File: src/rtl/rename_pkg.sv
package rename_pkg;

	// ~~~~~~~~~~~~~~~~~~~~
	// sizes.
	localparam int issue_width = 3;
	localparam int arch_regs = 32;
	localparam int phys_regs = 64;
	localparam int fl_depth = 32;
	localparam int rob_depth = 16;

	typedef logic [$clog2(arch_regs)-1:0] arch_reg_t;
	typedef logic [$clog2(phys_regs)-1:0] phys_tag_t;
	typedef logic [$clog2(fl_depth)-1:0] fl_ptr_t;
	typedef logic [$clog2(rob_depth)-1:0] rob_idx_t;

	typedef enum logic [1:0] {
		OP_ALU,
		OP_LOAD,
		OP_STORE,
		OP_BRANCH
	} op_kind_e;

	typedef enum logic {
		CKPT_IDLE,
		CKPT_HELD
	} ckpt_state_e;

	// ~~~~~~~~~~~~~~~~~~~~
	// operation records.
	typedef struct packed {
		logic valid;
		op_kind_e kind;
		arch_reg_t dest;
		arch_reg_t src1;
		arch_reg_t src2;
	} dispatch_op_t;

	typedef struct packed {
		logic valid;
		op_kind_e kind;
		arch_reg_t dest;
		phys_tag_t src1_tag;
		phys_tag_t src2_tag;
		phys_tag_t dest_tag;
		phys_tag_t old_tag;
	} renamed_op_t;

	typedef struct packed {
		logic valid;
		op_kind_e kind;
		arch_reg_t dest;
		phys_tag_t dest_tag;
		phys_tag_t old_tag;
	} retire_op_t;

	// only alu and load results land in a register.
	function automatic logic writes_dest(input op_kind_e kind);
		return (kind == OP_ALU) || (kind == OP_LOAD);
	endfunction

endpackage

File: src/rtl/free_list.sv
`timescale 1ns/100ps

module free_list (
	input  logic clock,
	input  logic reset,
	input  logic [rename_pkg::issue_width-1:0] alloc_mask,
	output rename_pkg::phys_tag_t [rename_pkg::issue_width-1:0] alloc_tags,
	input  logic [rename_pkg::issue_width-1:0] release_mask,
	input  rename_pkg::phys_tag_t [rename_pkg::issue_width-1:0] release_tags,
	input  logic ckpt_save,
	input  logic recover,
	output logic [5:0] free_count
);

	rename_pkg::phys_tag_t tags [rename_pkg::fl_depth];

	rename_pkg::fl_ptr_t head;
	rename_pkg::fl_ptr_t head_next;
	rename_pkg::fl_ptr_t tail;
	rename_pkg::fl_ptr_t tail_next;
	rename_pkg::fl_ptr_t saved_head;
	rename_pkg::fl_ptr_t ptr_diff;
	rename_pkg::fl_ptr_t rel_slot [rename_pkg::issue_width];

	logic [1:0] n_alloc;
	logic [1:0] n_release;
	logic [5:0] count;
	logic [5:0] count_next;

	assign free_count = count;

	// ~~~~~~~~~~~~~~~~~~~~
	// allocation, lanes packed from the head.
	always_comb begin
		n_alloc = '0;
		for (int k = 0; k < rename_pkg::issue_width; k++) begin
			alloc_tags[k] = '0;
			if (alloc_mask[k]) begin
				alloc_tags[k] = tags[head + rename_pkg::fl_ptr_t'(n_alloc)];
				n_alloc = n_alloc + 2'd1;
			end
		end
	end

	// releases close up the gaps between lanes at the tail.
	always_comb begin
		n_release = '0;
		for (int k = 0; k < rename_pkg::issue_width; k++) begin
			rel_slot[k] = tail + rename_pkg::fl_ptr_t'(n_release);
			if (release_mask[k]) begin
				n_release = n_release + 2'd1;
			end
		end
	end

	// ~~~~~~~~~~~~~~~~~~~~
	// pointers and occupancy.
	always_comb begin
		head_next = head + rename_pkg::fl_ptr_t'(n_alloc);
		tail_next = tail + rename_pkg::fl_ptr_t'(n_release);
		ptr_diff = tail_next - saved_head;
		count_next = count - 6'(n_alloc) + 6'(n_release);
		if (recover) begin
			head_next = saved_head;
			// rewinding never empties the queue, so equal pointers mean full.
			count_next = (ptr_diff == '0) ? 6'(rename_pkg::fl_depth) : {1'b0, ptr_diff};
		end
	end

	always_ff @(posedge clock) begin
		if (reset) begin
			head <= '0;
			tail <= '0;
			count <= 6'(rename_pkg::fl_depth);
			for (int i = 0; i < rename_pkg::fl_depth; i++) begin
				tags[i] <= rename_pkg::phys_tag_t'(i + rename_pkg::fl_depth);
			end
		end else begin
			head <= head_next;
			tail <= tail_next;
			count <= count_next;
			for (int k = 0; k < rename_pkg::issue_width; k++) begin
				if (release_mask[k]) begin
					tags[rel_slot[k]] <= release_tags[k];
				end
			end
		end
	end

	// head position just after the branch group.
	always_ff @(posedge clock) begin
		if (ckpt_save) begin
			saved_head <= head_next;
		end
	end

	// ~~~~~~~~~~~~~~~~~~~~
	// checks.
	alloc_within_count: assert property (
		@(posedge clock) disable iff (reset)
		6'(n_alloc) <= count
	);

	count_bounded: assert property (
		@(posedge clock) disable iff (reset)
		count <= 6'(rename_pkg::fl_depth)
	);

endmodule

File: src/rtl/rename_map.sv
`timescale 1ns/100ps

module rename_map (
	input  logic clock,
	input  logic reset,
	input  rename_pkg::dispatch_op_t [rename_pkg::issue_width-1:0] dispatch_ops,
	input  logic dispatch_valid,
	output logic dispatch_ready,
	input  logic [5:0] free_count,
	input  logic [4:0] rob_free,
	input  logic ckpt_held,
	input  logic branch_resolve,
	input  logic recover,
	output logic [rename_pkg::issue_width-1:0] alloc_mask,
	input  rename_pkg::phys_tag_t [rename_pkg::issue_width-1:0] alloc_tags,
	output logic ckpt_save,
	output rename_pkg::renamed_op_t [rename_pkg::issue_width-1:0] rob_write,
	output rename_pkg::renamed_op_t [rename_pkg::issue_width-1:0] renamed_ops
);

	rename_pkg::phys_tag_t map_table [rename_pkg::arch_regs];
	rename_pkg::phys_tag_t map_snap [rename_pkg::arch_regs];
	rename_pkg::phys_tag_t map_next [rename_pkg::arch_regs];

	logic [1:0] n_valid;
	logic [1:0] n_dest;
	logic has_branch;
	logic branch_last;
	logic accept;

	logic [rename_pkg::issue_width-1:0] out_valid;
	rename_pkg::renamed_op_t [rename_pkg::issue_width-1:0] out_ops;

	// ~~~~~~~~~~~~~~~~~~~~
	// group summary and acceptance.
	always_comb begin
		n_valid = '0;
		n_dest = '0;
		has_branch = 1'b0;
		for (int k = 0; k < rename_pkg::issue_width; k++) begin
			if (dispatch_ops[k].valid) begin
				n_valid = n_valid + 2'd1;
				if (rename_pkg::writes_dest(dispatch_ops[k].kind)) begin
					n_dest = n_dest + 2'd1;
				end
				if (dispatch_ops[k].kind == rename_pkg::OP_BRANCH) begin
					has_branch = 1'b1;
				end
			end
		end
	end

	// a valid lane right after a branch breaks the rule.
	always_comb begin
		branch_last = 1'b1;
		for (int k = 1; k < rename_pkg::issue_width; k++) begin
			if (dispatch_ops[k].valid && dispatch_ops[k-1].valid &&
					dispatch_ops[k-1].kind == rename_pkg::OP_BRANCH) begin
				branch_last = 1'b0;
			end
		end
	end

	assign dispatch_ready = (free_count >= 6'(n_dest)) && (rob_free >= 5'(n_valid)) &&
			!(has_branch && ckpt_held) && !branch_resolve;
	assign accept = dispatch_valid && dispatch_ready;
	assign ckpt_save = accept && has_branch;

	always_comb begin
		for (int k = 0; k < rename_pkg::issue_width; k++) begin
			alloc_mask[k] = accept && dispatch_ops[k].valid &&
					rename_pkg::writes_dest(dispatch_ops[k].kind);
		end
	end

	// ~~~~~~~~~~~~~~~~~~~~
	// lookup in lane order; earlier lanes of the group update map_next first.
	always_comb begin
		map_next = map_table;
		for (int k = 0; k < rename_pkg::issue_width; k++) begin
			rob_write[k].valid = accept && dispatch_ops[k].valid;
			rob_write[k].kind = dispatch_ops[k].kind;
			rob_write[k].dest = dispatch_ops[k].dest;
			rob_write[k].src1_tag = map_next[dispatch_ops[k].src1];
			rob_write[k].src2_tag = map_next[dispatch_ops[k].src2];
			rob_write[k].old_tag = alloc_mask[k] ? map_next[dispatch_ops[k].dest] : '0;
			rob_write[k].dest_tag = alloc_mask[k] ? alloc_tags[k] : '0;
			if (alloc_mask[k]) begin
				map_next[dispatch_ops[k].dest] = alloc_tags[k];
			end
		end
	end

	always_ff @(posedge clock) begin
		if (reset) begin
			for (int i = 0; i < rename_pkg::arch_regs; i++) begin
				map_table[i] <= rename_pkg::phys_tag_t'(i);
			end
		end else if (recover) begin
			map_table <= map_snap;
		end else begin
			map_table <= map_next;
		end
	end

	// snapshot includes the branch group itself.
	always_ff @(posedge clock) begin
		if (ckpt_save) begin
			map_snap <= map_next;
		end
	end

	// ~~~~~~~~~~~~~~~~~~~~
	// renamed output register.
	always_ff @(posedge clock) begin
		if (reset) begin
			out_valid <= '0;
		end else begin
			for (int k = 0; k < rename_pkg::issue_width; k++) begin
				out_valid[k] <= rob_write[k].valid;
			end
		end
	end

	always_ff @(posedge clock) begin
		out_ops <= rob_write;
	end

	always_comb begin
		for (int k = 0; k < rename_pkg::issue_width; k++) begin
			renamed_ops[k] = out_ops[k];
			renamed_ops[k].valid = out_valid[k];
		end
	end

	branch_only_last: assert property (
		@(posedge clock) disable iff (reset)
		dispatch_valid |-> branch_last
	);

endmodule

File: src/rtl/reorder_buffer.sv
`timescale 1ns/100ps

module reorder_buffer (
	input  logic clock,
	input  logic reset,
	input  rename_pkg::renamed_op_t [rename_pkg::issue_width-1:0] rob_write,
	input  logic [1:0] retire_request,
	input  logic branch_resolve,
	input  logic branch_mispredict,
	input  logic ckpt_save,
	output logic [4:0] rob_free,
	output logic ckpt_held,
	output logic recover,
	output logic [rename_pkg::issue_width-1:0] release_mask,
	output rename_pkg::phys_tag_t [rename_pkg::issue_width-1:0] release_tags,
	output rename_pkg::retire_op_t [rename_pkg::issue_width-1:0] retire_ops
);

	rename_pkg::retire_op_t rob_mem [rename_pkg::rob_depth];

	rename_pkg::rob_idx_t head;
	rename_pkg::rob_idx_t head_next;
	rename_pkg::rob_idx_t tail;
	rename_pkg::rob_idx_t tail_next;
	rename_pkg::rob_idx_t saved_tail;
	rename_pkg::rob_idx_t br_idx;
	rename_pkg::rob_idx_t ptr_diff;

	logic [4:0] count;
	logic [4:0] count_next;
	logic [1:0] n_write;
	logic [1:0] n_avail;
	logic [1:0] n_retire;
	logic blocked;

	rename_pkg::ckpt_state_e state;
	rename_pkg::ckpt_state_e state_next;

	rename_pkg::retire_op_t [rename_pkg::issue_width-1:0] retire_next;
	rename_pkg::retire_op_t [rename_pkg::issue_width-1:0] ret_ops;
	logic [rename_pkg::issue_width-1:0] ret_valid;

	assign ckpt_held = (state == rename_pkg::CKPT_HELD);
	assign recover = ckpt_held && branch_resolve && branch_mispredict;
	// the branch is the last entry written before the saved tail.
	assign br_idx = saved_tail - 4'd1;
	assign rob_free = 5'(rename_pkg::rob_depth) - count;

	// ~~~~~~~~~~~~~~~~~~~~
	// retirement, oldest first, halted at the held branch.
	always_comb begin
		n_avail = '0;
		blocked = 1'b0;
		for (int k = 0; k < rename_pkg::issue_width; k++) begin
			if (5'(k) >= count) begin
				blocked = 1'b1;
			end
			if (ckpt_held && (head + rename_pkg::rob_idx_t'(k)) == br_idx) begin
				blocked = 1'b1;
			end
			if (!blocked) begin
				n_avail = n_avail + 2'd1;
			end
		end
		n_retire = (retire_request < n_avail) ? retire_request : n_avail;
	end

	always_comb begin
		for (int k = 0; k < rename_pkg::issue_width; k++) begin
			retire_next[k] = rob_mem[head + rename_pkg::rob_idx_t'(k)];
			retire_next[k].valid = 2'(k) < n_retire;
			release_mask[k] = retire_next[k].valid &&
					rename_pkg::writes_dest(retire_next[k].kind);
			release_tags[k] = retire_next[k].old_tag;
		end
	end

	always_comb begin
		n_write = '0;
		for (int k = 0; k < rename_pkg::issue_width; k++) begin
			if (rob_write[k].valid) begin
				n_write = n_write + 2'd1;
			end
		end
	end

	// ~~~~~~~~~~~~~~~~~~~~
	// pointers; a mispredict drops everything past the branch group.
	always_comb begin
		head_next = head + rename_pkg::rob_idx_t'(n_retire);
		tail_next = tail + rename_pkg::rob_idx_t'(n_write);
		ptr_diff = saved_tail - head_next;
		count_next = count + 5'(n_write) - 5'(n_retire);
		if (recover) begin
			tail_next = saved_tail;
			// the branch itself stays, so equal pointers mean full.
			count_next = (ptr_diff == '0) ? 5'(rename_pkg::rob_depth) : {1'b0, ptr_diff};
		end
	end

	always_comb begin
		state_next = state;
		case (state)
			rename_pkg::CKPT_IDLE: if (ckpt_save) state_next = rename_pkg::CKPT_HELD;
			rename_pkg::CKPT_HELD: if (branch_resolve) state_next = rename_pkg::CKPT_IDLE;
			default: state_next = rename_pkg::CKPT_IDLE;
		endcase
	end

	always_ff @(posedge clock) begin
		if (reset) begin
			head <= '0;
			tail <= '0;
			count <= '0;
			state <= rename_pkg::CKPT_IDLE;
			ret_valid <= '0;
		end else begin
			head <= head_next;
			tail <= tail_next;
			count <= count_next;
			state <= state_next;
			for (int k = 0; k < rename_pkg::issue_width; k++) begin
				ret_valid[k] <= retire_next[k].valid;
			end
		end
	end

	always_ff @(posedge clock) begin
		ret_ops <= retire_next;
		if (ckpt_save) begin
			saved_tail <= tail_next;
		end
		for (int k = 0; k < rename_pkg::issue_width; k++) begin
			if (rob_write[k].valid) begin
				rob_mem[tail + rename_pkg::rob_idx_t'(k)] <= '{
					valid: 1'b1,
					kind: rob_write[k].kind,
					dest: rob_write[k].dest,
					dest_tag: rob_write[k].dest_tag,
					old_tag: rob_write[k].old_tag
				};
			end
		end
	end

	always_comb begin
		for (int k = 0; k < rename_pkg::issue_width; k++) begin
			retire_ops[k] = ret_ops[k];
			retire_ops[k].valid = ret_valid[k];
		end
	end

	no_stray_resolve: assert property (
		@(posedge clock) disable iff (reset)
		branch_resolve |-> ckpt_held
	);

endmodule

File: src/rtl/rename_core.sv
`timescale 1ns/100ps

module rename_core (
	input  logic clock,
	input  logic reset,
	input  rename_pkg::dispatch_op_t [rename_pkg::issue_width-1:0] dispatch_ops,
	input  logic dispatch_valid,
	output logic dispatch_ready,
	input  logic [1:0] retire_request,
	input  logic branch_resolve,
	input  logic branch_mispredict,
	output rename_pkg::renamed_op_t [rename_pkg::issue_width-1:0] renamed_ops,
	output rename_pkg::retire_op_t [rename_pkg::issue_width-1:0] retire_ops,
	output logic [5:0] free_count
);

	logic [rename_pkg::issue_width-1:0] alloc_mask;
	rename_pkg::phys_tag_t [rename_pkg::issue_width-1:0] alloc_tags;
	logic [rename_pkg::issue_width-1:0] release_mask;
	rename_pkg::phys_tag_t [rename_pkg::issue_width-1:0] release_tags;
	rename_pkg::renamed_op_t [rename_pkg::issue_width-1:0] rob_write;
	logic [4:0] rob_free;
	logic ckpt_save;
	logic ckpt_held;
	logic recover;

	// ~~~~~~~~~~~~~~~~~~~~
	// producer.
	rename_map u_rename_map (
		.clock          (clock),
		.reset          (reset),
		.dispatch_ops   (dispatch_ops),
		.dispatch_valid (dispatch_valid),
		.dispatch_ready (dispatch_ready),
		.free_count     (free_count),
		.rob_free       (rob_free),
		.ckpt_held      (ckpt_held),
		.branch_resolve (branch_resolve),
		.recover        (recover),
		.alloc_mask     (alloc_mask),
		.alloc_tags     (alloc_tags),
		.ckpt_save      (ckpt_save),
		.rob_write      (rob_write),
		.renamed_ops    (renamed_ops)
	);

	// tag queue.
	free_list u_free_list (
		.clock        (clock),
		.reset        (reset),
		.alloc_mask   (alloc_mask),
		.alloc_tags   (alloc_tags),
		.release_mask (release_mask),
		.release_tags (release_tags),
		.ckpt_save    (ckpt_save),
		.recover      (recover),
		.free_count   (free_count)
	);

	// consumer.
	reorder_buffer u_reorder_buffer (
		.clock             (clock),
		.reset             (reset),
		.rob_write         (rob_write),
		.retire_request    (retire_request),
		.branch_resolve    (branch_resolve),
		.branch_mispredict (branch_mispredict),
		.ckpt_save         (ckpt_save),
		.rob_free          (rob_free),
		.ckpt_held         (ckpt_held),
		.recover           (recover),
		.release_mask      (release_mask),
		.release_tags      (release_tags),
		.retire_ops        (retire_ops)
	);

endmodule

File: config.mk
export PLATFORM = sky130hd
export DESIGN_NAME = rename_core
export DESIGN_NICKNAME = d
export VERILOG_FILES = /design/src/rtl/rename_pkg.sv /design/src/rtl/free_list.sv /design/src/rtl/rename_map.sv /design/src/rtl/reorder_buffer.sv /design/src/rtl/rename_core.sv
export SDC_FILE = /design/constraint.sdc
export NUM_CORES = 2
export LEC_CHECK = 0
export BUFFER_PORTS_ARGS = -buffer_cell sky130_fd_sc_hd__buf_2
export CAP_MARGIN = 25
export CORE_MARGIN = 3
export CORE_UTILIZATION = 30
export DETAILED_ROUTE_END_ITERATION = 10
export PLACE_DENSITY_LB_ADDON = 0.2
export SLEW_MARGIN = 20
export SYNTH_ARGS = -nofsm -noshare
export SYNTH_HDL_FRONTEND = slang
export SYNTH_SLANG_ARGS = --single-unit
File: constraint.sdc
create_clock -name clock -period 12.4 [get_ports clock]
set_input_delay 2.48 -clock clock [delete_from_list [all_inputs] [get_ports clock]]
set_output_delay 2.48 -clock clock [all_outputs]
set_load 0.1 [all_outputs]
**After elaboration in Yosys (flattened, before gate mapping)**

Memories as Yosys holds them, arrays and structs flattened. A register that Yosys moved wholly into a read port is not among the register bits.
Cells that the tools add are included.

- Latch bits: 0
- Bits in writable memories: 496
- Memory bits (read-only): 0
- Bits of input ports: 61
- Memories: 2
- Bits in registers: 579
- Word-level logic and storage cells: 344

- Reductions and logical operators: 42
- Magnitude comparators: 21
- Add/sub/neg operators: 32
- Equality and inequality tests: 12
- Multiplexer cells: 120
- Shift operators: 0
- Bitwise operators: 10
- Divide/modulo/power cells: 0
- $mul: 0

Memory list:

| memory | depth | bits a word | rd ports | clocked after Yosys merged registers in | write ports | line | RTL |
|---|---|---|---|---|---|---|---|
| u_reorder_buffer.rob_mem | 16 | 19 | 3 | 1 | 3 | reorder_buffer.sv:19 | `rename_pkg::retire_op_t rob_mem [rename_pkg::rob_depth];` |
| u_free_list.tags | 32 | 6 | 3 | 1 | 32 | free_list.sv:15 | `rename_pkg::phys_tag_t tags [rename_pkg::fl_depth];` |

Operators with widths:

| cell | number |
|---|---|
| $mux 192 | 4 |
| $bwmux 192 | 3 |
| $bmux 6 s5 | 9 |
| $mux 6 | 35 |
| $demux 6 s5 | 3 |
| $ge 6x6->1 const B | 9 |
| $not 5->6 | 9 |
| $mux 1 | 40 |
| $mux 5 | 7 |
| $mux 2 | 16 |
| $add 5x2->5 | 5 |
| $logic_and 1x1->1 | 23 |
| $lt 6x1->1 const B | 3 |
| $reduce_or 6->1 | 3 |
| $add 2x1->2 const B | 7 |
| $eq 2x1->1 const B | 6 |
| $eq 4x4->1 | 3 |
| $logic_not 2->1 | 6 |
| $add 1x1->2 const B | 5 |
| $add 5x1->5 | 2 |
| $ge 1x5->1 const A | 2 |
| $add 4x1->4 const B | 2 |
| $add 4x2->4 | 2 |
| $add 4x2->4 const B | 2 |
| other kinds (21) | 31 |

**Logic depth before layout (Yosys ltp)**

An unclocked memory read counts as a cell.

- Depth after elaboration: 27
- Depth in mapped cells: 34
- Mapped depth without buffers: 30

**Hierarchy**

From an unflattened synthesis, not the netlist that was laid out.

- Cell total of the unflattened synthesis: 8,226
- Area total of the unflattened synthesis: 83,002.1 µm²

By module, submodules not included:

| module | seq. area each (µm²) | area each (µm²) | instances | cells each |
|---|---|---|---|---|
| rename_map | 11,531.1 | 39,832.0 | 1 | 4,389 |
| reorder_buffer | 10,730.3 | 25,585.8 | 1 | 2,230 |
| free_list | 6,236.0 | 17,584.4 | 1 | 1,607 |

**Worst setup path before layout**

No wires, ideal clock.

- Path kind: input -> register
- Start point: in dispatch_ops[16] (netlist name)
- End point: reg u_free_list.saved_head[0], enable pin
- Library setup time: 0.588 ns
- Arrival: 9.495 ns
- Stages on the path: 15
- Path slack: 2.316 ns
- Cell sequence: buf_6 > inv_1 > nand2_1 > inv_1 > ha_1 > nand2_1 > o21ai_0 > xor2_1 > ha_1 > nand2b_1 > a211oi_1 > a221oi_2 > nand3_1 > inv_2 > and3_1

- Cells in the longest elaborated chain, start to end: 16

Ends and longest elaborated chain:

| element | line | RTL |
|---|---|---|
| start: declaration | rename_core.sv:6 | `input rename_pkg::dispatch_op_t [rename_pkg::issue_width-1:0] dispatch_ops,` |
| $eq 2x1->1 / $logic_not 2->1 (equally long branches) | rename_pkg.sv:58 | `return (kind == OP_ALU) \|\| (kind == OP_LOAD);` |
| $logic_or 1x1->1 | rename_pkg.sv:58 |  |
| $mux 1 | rename_map.sv:43 | `if (rename_pkg::writes_dest(dispatch_ops[k].kind)) begin` |
| $mux 2 | rename_map.sv:41 | `if (dispatch_ops[k].valid) begin` |
| $add 2x1->2 | rename_map.sv:44 | `n_dest = n_dest + 2'd1;` |
| $mux 2 | rename_map.sv:43 |  |
| $mux 2 | rename_map.sv:41 |  |
| $add 2x1->2 | rename_map.sv:44 |  |
| [... 2 more ...] | - |  |
| $ge 6x2->1 | rename_map.sv:64 | `assign dispatch_ready = (free_count >= 6'(n_dest)) && (rob_free >= 5'(n_valid)) &&` |
| $logic_and 1x1->1 | rename_map.sv:64 |  |
| $logic_and 1x1->1 * | rename_map.sv:64 |  |
| $logic_and 1x1->1 * | rename_map.sv:65 | `!(has_branch && ckpt_held) && !branch_resolve;` |
| named net dispatch_ready | rename_core.sv:8 | `output logic dispatch_ready,` |
| $logic_and 1x1->1 * | rename_map.sv:66 | `assign accept = dispatch_valid && dispatch_ready;` |
| $logic_and 1x1->1 * | rename_map.sv:67 | `assign ckpt_save = accept && has_branch;` |
| named net ckpt_save | rename_core.sv:23 | `logic ckpt_save;` |
| end signal: assignment | free_list.sv:93 | `saved_head <= head_next;` |
| end: declaration | free_list.sv:21 | `rename_pkg::fl_ptr_t saved_head;` |

The timed path passes the listed nets; every way through them passes the cells marked *.
A chain may end at the register's enable or synchronous reset.

==> reports/metrics.yaml <==
htree_levels: 4
setup_violations: 0
cp-endpoint: "u_reorder_buffer.rob_mem[3][1]"
syn_inst: 7852
cts_tree: "built"
rsz0062_at_grt: "no"
arrival_ns: 11.17
drive_above_1_share_pct: 23.6
dieArea_um2: 272000
grt_use_total_pct: 37.4
fin_ws_ns: 1.80
rrSetupSlack_ns: 3.77
cap_violations: 0
crit_fanout: 39
r2r_end: "u_free_list.tags[19][4]"
postLayoutCoreUtil_pct: 34.6
holdBufCountCts: 0
rr_startpoint: "u_reorder_buffer.head[0]"
synthToLayoutAreaGrowth_pct: 14.5
status: "finished, final reports clean"
relSlewSlack_pct: 10.7
core_um2: 263000
tns_ns: 0
finalHoldViolations: 0
gr-total-overflow: 0
yosys_warnings: 0
vdd_drop_max_mv: 0.340
syn-num-nets: 7989
leakage_nw: 31.3
portBuffers: 223
grt_max_degree: 132
whs_ns: 0.433
num_rows: 188
viasPerCell: 6.81
die_w_um: 521
cts.sinks: 1075
grt_pass1_wl_um: 690000
synth.most_common_cell: "nand2_1"
dp_slack_ns: 1.12
io_pins: 224
syn-cell-area_um2: 79600
ant_nets: 0
initial_core_util_pct: 30.2
place_hpwl_um: 379000
drt_iter0_drc: 12600
synth_edf_count: 697
ys_seq_area_share_pct: 35.8
worst_setup_path_end_kind: "flip-flop"
max_freq_mhz: 94.3
cts_setup_buffers: 0
firstDrtPassIters: 9
hp-class: "flip-flop to flip-flop"
netlist.area_leader.share_pct: 26.3
tightest_slew_ns: 1.30
root_buffer: "clkbuf_16"
cts_resized: 0
yosysUniqueCellTypes: 104
wirelength_um: 526000
drv_slew: 0
place.gp.congestion: 1.09
die_h_um: 521
ys_seq_elements: 1075
fin_skew_ns: 0.100
clock_path_buffers: 4
ys_top_cells_by_area: "edfxtp_1 (26%), mux4_2 (19%), dfxtp_1 (9.5%)"
power.density_nw_per_um2: 188
ys.flop_type: "edfxtp_1"
critical_path_class: "input port to flip-flop"
reg2regPathDepth: 17
wl_per_cell_um: 45.5
fin_crit_ns: 10.60
insertion_delay_ns: 0.87
fin_crit_sh_pct: 85.5
nNetsFinal: 8024
synth.largest_area_cell: "edfxtp_1"
netlist_top_cells_count: "nand2_1 (973), nor2_1 (738), mux2i_1 (706), edfxtp_1 (697), mux4_2 (657)"
vias: 78700
drc: 0
cp-start-kind: "input port"
grt_pass1_vias: 72700
cts_buffers: 144
worstSetupStartpoint: "dispatch_ops[16]"
ys_async_sr_fraction_pct: 0
crit_required_ns: 12.97
clk_pin_slew_ns: 0.08
syn_area_per_cell_um2: 10.1
grt_antenna_before_repair: 89
-- critical path, cell delays in order --
cell and delay [ns]:
buf_2 0.15, inv_1 0.42, nand2_1 0.22, inv_1 0.12, ha_1 0.25, nand2_1 0.10, o21ai_0 0.11, xor2_1 0.16
ha_1 0.28, nand2b_1 0.16, a211oi_1 0.46, a221oi_4 0.06, nand3_1 0.17, inv_2 0.11, and3_1 0.31, ha_4 0.84
buf_4 0.32, mux4_2 0.51, mux4_2 0.52, mux2i_4 0.77, inv_1 0.77, nand2_1 0.19, o21ai_1 0.17, o31ai_1 0.47
nor4_1 0.13, nand4_2 0.52, o221ai_1 0.24
-- layout make-up --
class	instances	area, um2
antenna	54	135
clock buffer	201	4300
clock inverter	54	627
fill	26400	172000
inverter	145	547
multi-input combinational	5894	48300
sequential	1075	28500
tap	3515	4400
timing repair buffer	627	4350
-- where the power goes --
| part | switching (mW) | internal [mW] | leakage, nW |
|---|---|---|---|
| registers | 0.253 | 4.13 | 9.24 |
| clock network | 1.78 | 2.66 | 2.42 |
| logic | 6.17 | 2.10 | 19.6 |
| total | 8.21 | 8.89 | 31.3 |
-- worst min-delay path by stage --
stage	slack, ns	from	cells after the start	end
finish	0.43	u_rename_map.map_snap[82]	2	u_rename_map.map_table[82]
global route	0.47	u_rename_map.map_snap[111]	2	u_rename_map.map_table[111]
CTS	0.45	u_rename_map.map_snap[82]	2	u_rename_map.map_table[82]
detailed placement	0.44	u_rename_map.map_snap[120]	2	u_rename_map.map_table[120]
global placement	0.44	u_rename_map.map_snap[99]	2	u_rename_map.map_table[99]
floorplan	0.43	u_rename_map.map_snap[0]	2	u_rename_map.map_table[0]
-- flip-flops by register name (all words and copies together), names as in the netlist --
name / count
u_reorder_buffer.ckpt_held: 1
u_free_list.head: 5
u_reorder_buffer.count: 5
u_free_list.tail: 5
u_rename_map.out_valid: 3
u_reorder_buffer.retire_ops: 57
u_free_list.free_count: 6
u_reorder_buffer.ret_valid: 3
u_free_list.saved_head: 5
u_reorder_buffer.tail: 4
u_rename_map.map_snap: 192
u_reorder_buffer.head: 4
u_free_list.tags: 192
u_reorder_buffer.rob_mem: 304
u_rename_map.map_table: 192
u_reorder_buffer.saved_tail: 4
u_rename_map.renamed_ops: 93
-- cell families (layout without fill, tap and decap cells) --
group                    after synthesis  after routing  share of synthesized area (%)
XOR/XNOR                              61             61                          0.706
other                                  0             54                              0
buffers and inverters                883           1027                           4.54
adder cells (fa/ha/maj)               76             76                           1.31
flip-flops                          1075           1075                           35.8
AO/OA/AOI/OAI                       1754           1754                           13.9
multiplexers                        1533           1533                           29.9
AND/OR/NAND/NOR                     2470           2470                           13.9
-- routing by layer --
layer / vias to the layer above / global-route usage [%] / share of wire (%)
met5: - / 0.333 / 0.062
met4: 50 / 27.5 / 9.1
met3: 1914 / 13.5 / 12
li1: 30300 / - / -
met1: 39700 / 45.7 / 37
met2: 6735 / 54.1 / 42
-- cells in the final DEF, fill, tap and decap left out, types with 36 or more instances in the layout --
master and instances:
dfxtp_1 373, a31oi_1 63, and2_1 36, nand3_1 246, o211ai_1 86, clkbuf_16 156, mux4_2 657, xnor2_1 40
nor2_1 702, diode_2 54, ha_1 59, mux2i_1 687, inv_1 122, a211oi_1 67, mux2_2 167, o21ai_0 380
a21oi_1 530, nor3_1 140, o22ai_1 116, nand4_1 63, nand2_1 970, a22oi_1 62, o221ai_1 66, buf_2 217
and3_1 39, a221oi_1 44, buf_4 383, edfxtp_1 697
-- metrics by stage --
stage	total power, mW	cell area (um2)	instances
6_report	17.1	91200	11600
5_1_grt	17.4	91100	11500
4_1_cts	16.9	90800	11500
3_5_place_dp	12.4	85900	11200
3_3_place_gp	12.4	85600	11200
2_1_floorplan	9.10	79600	7852
Power figures use the tool's default switching activity.
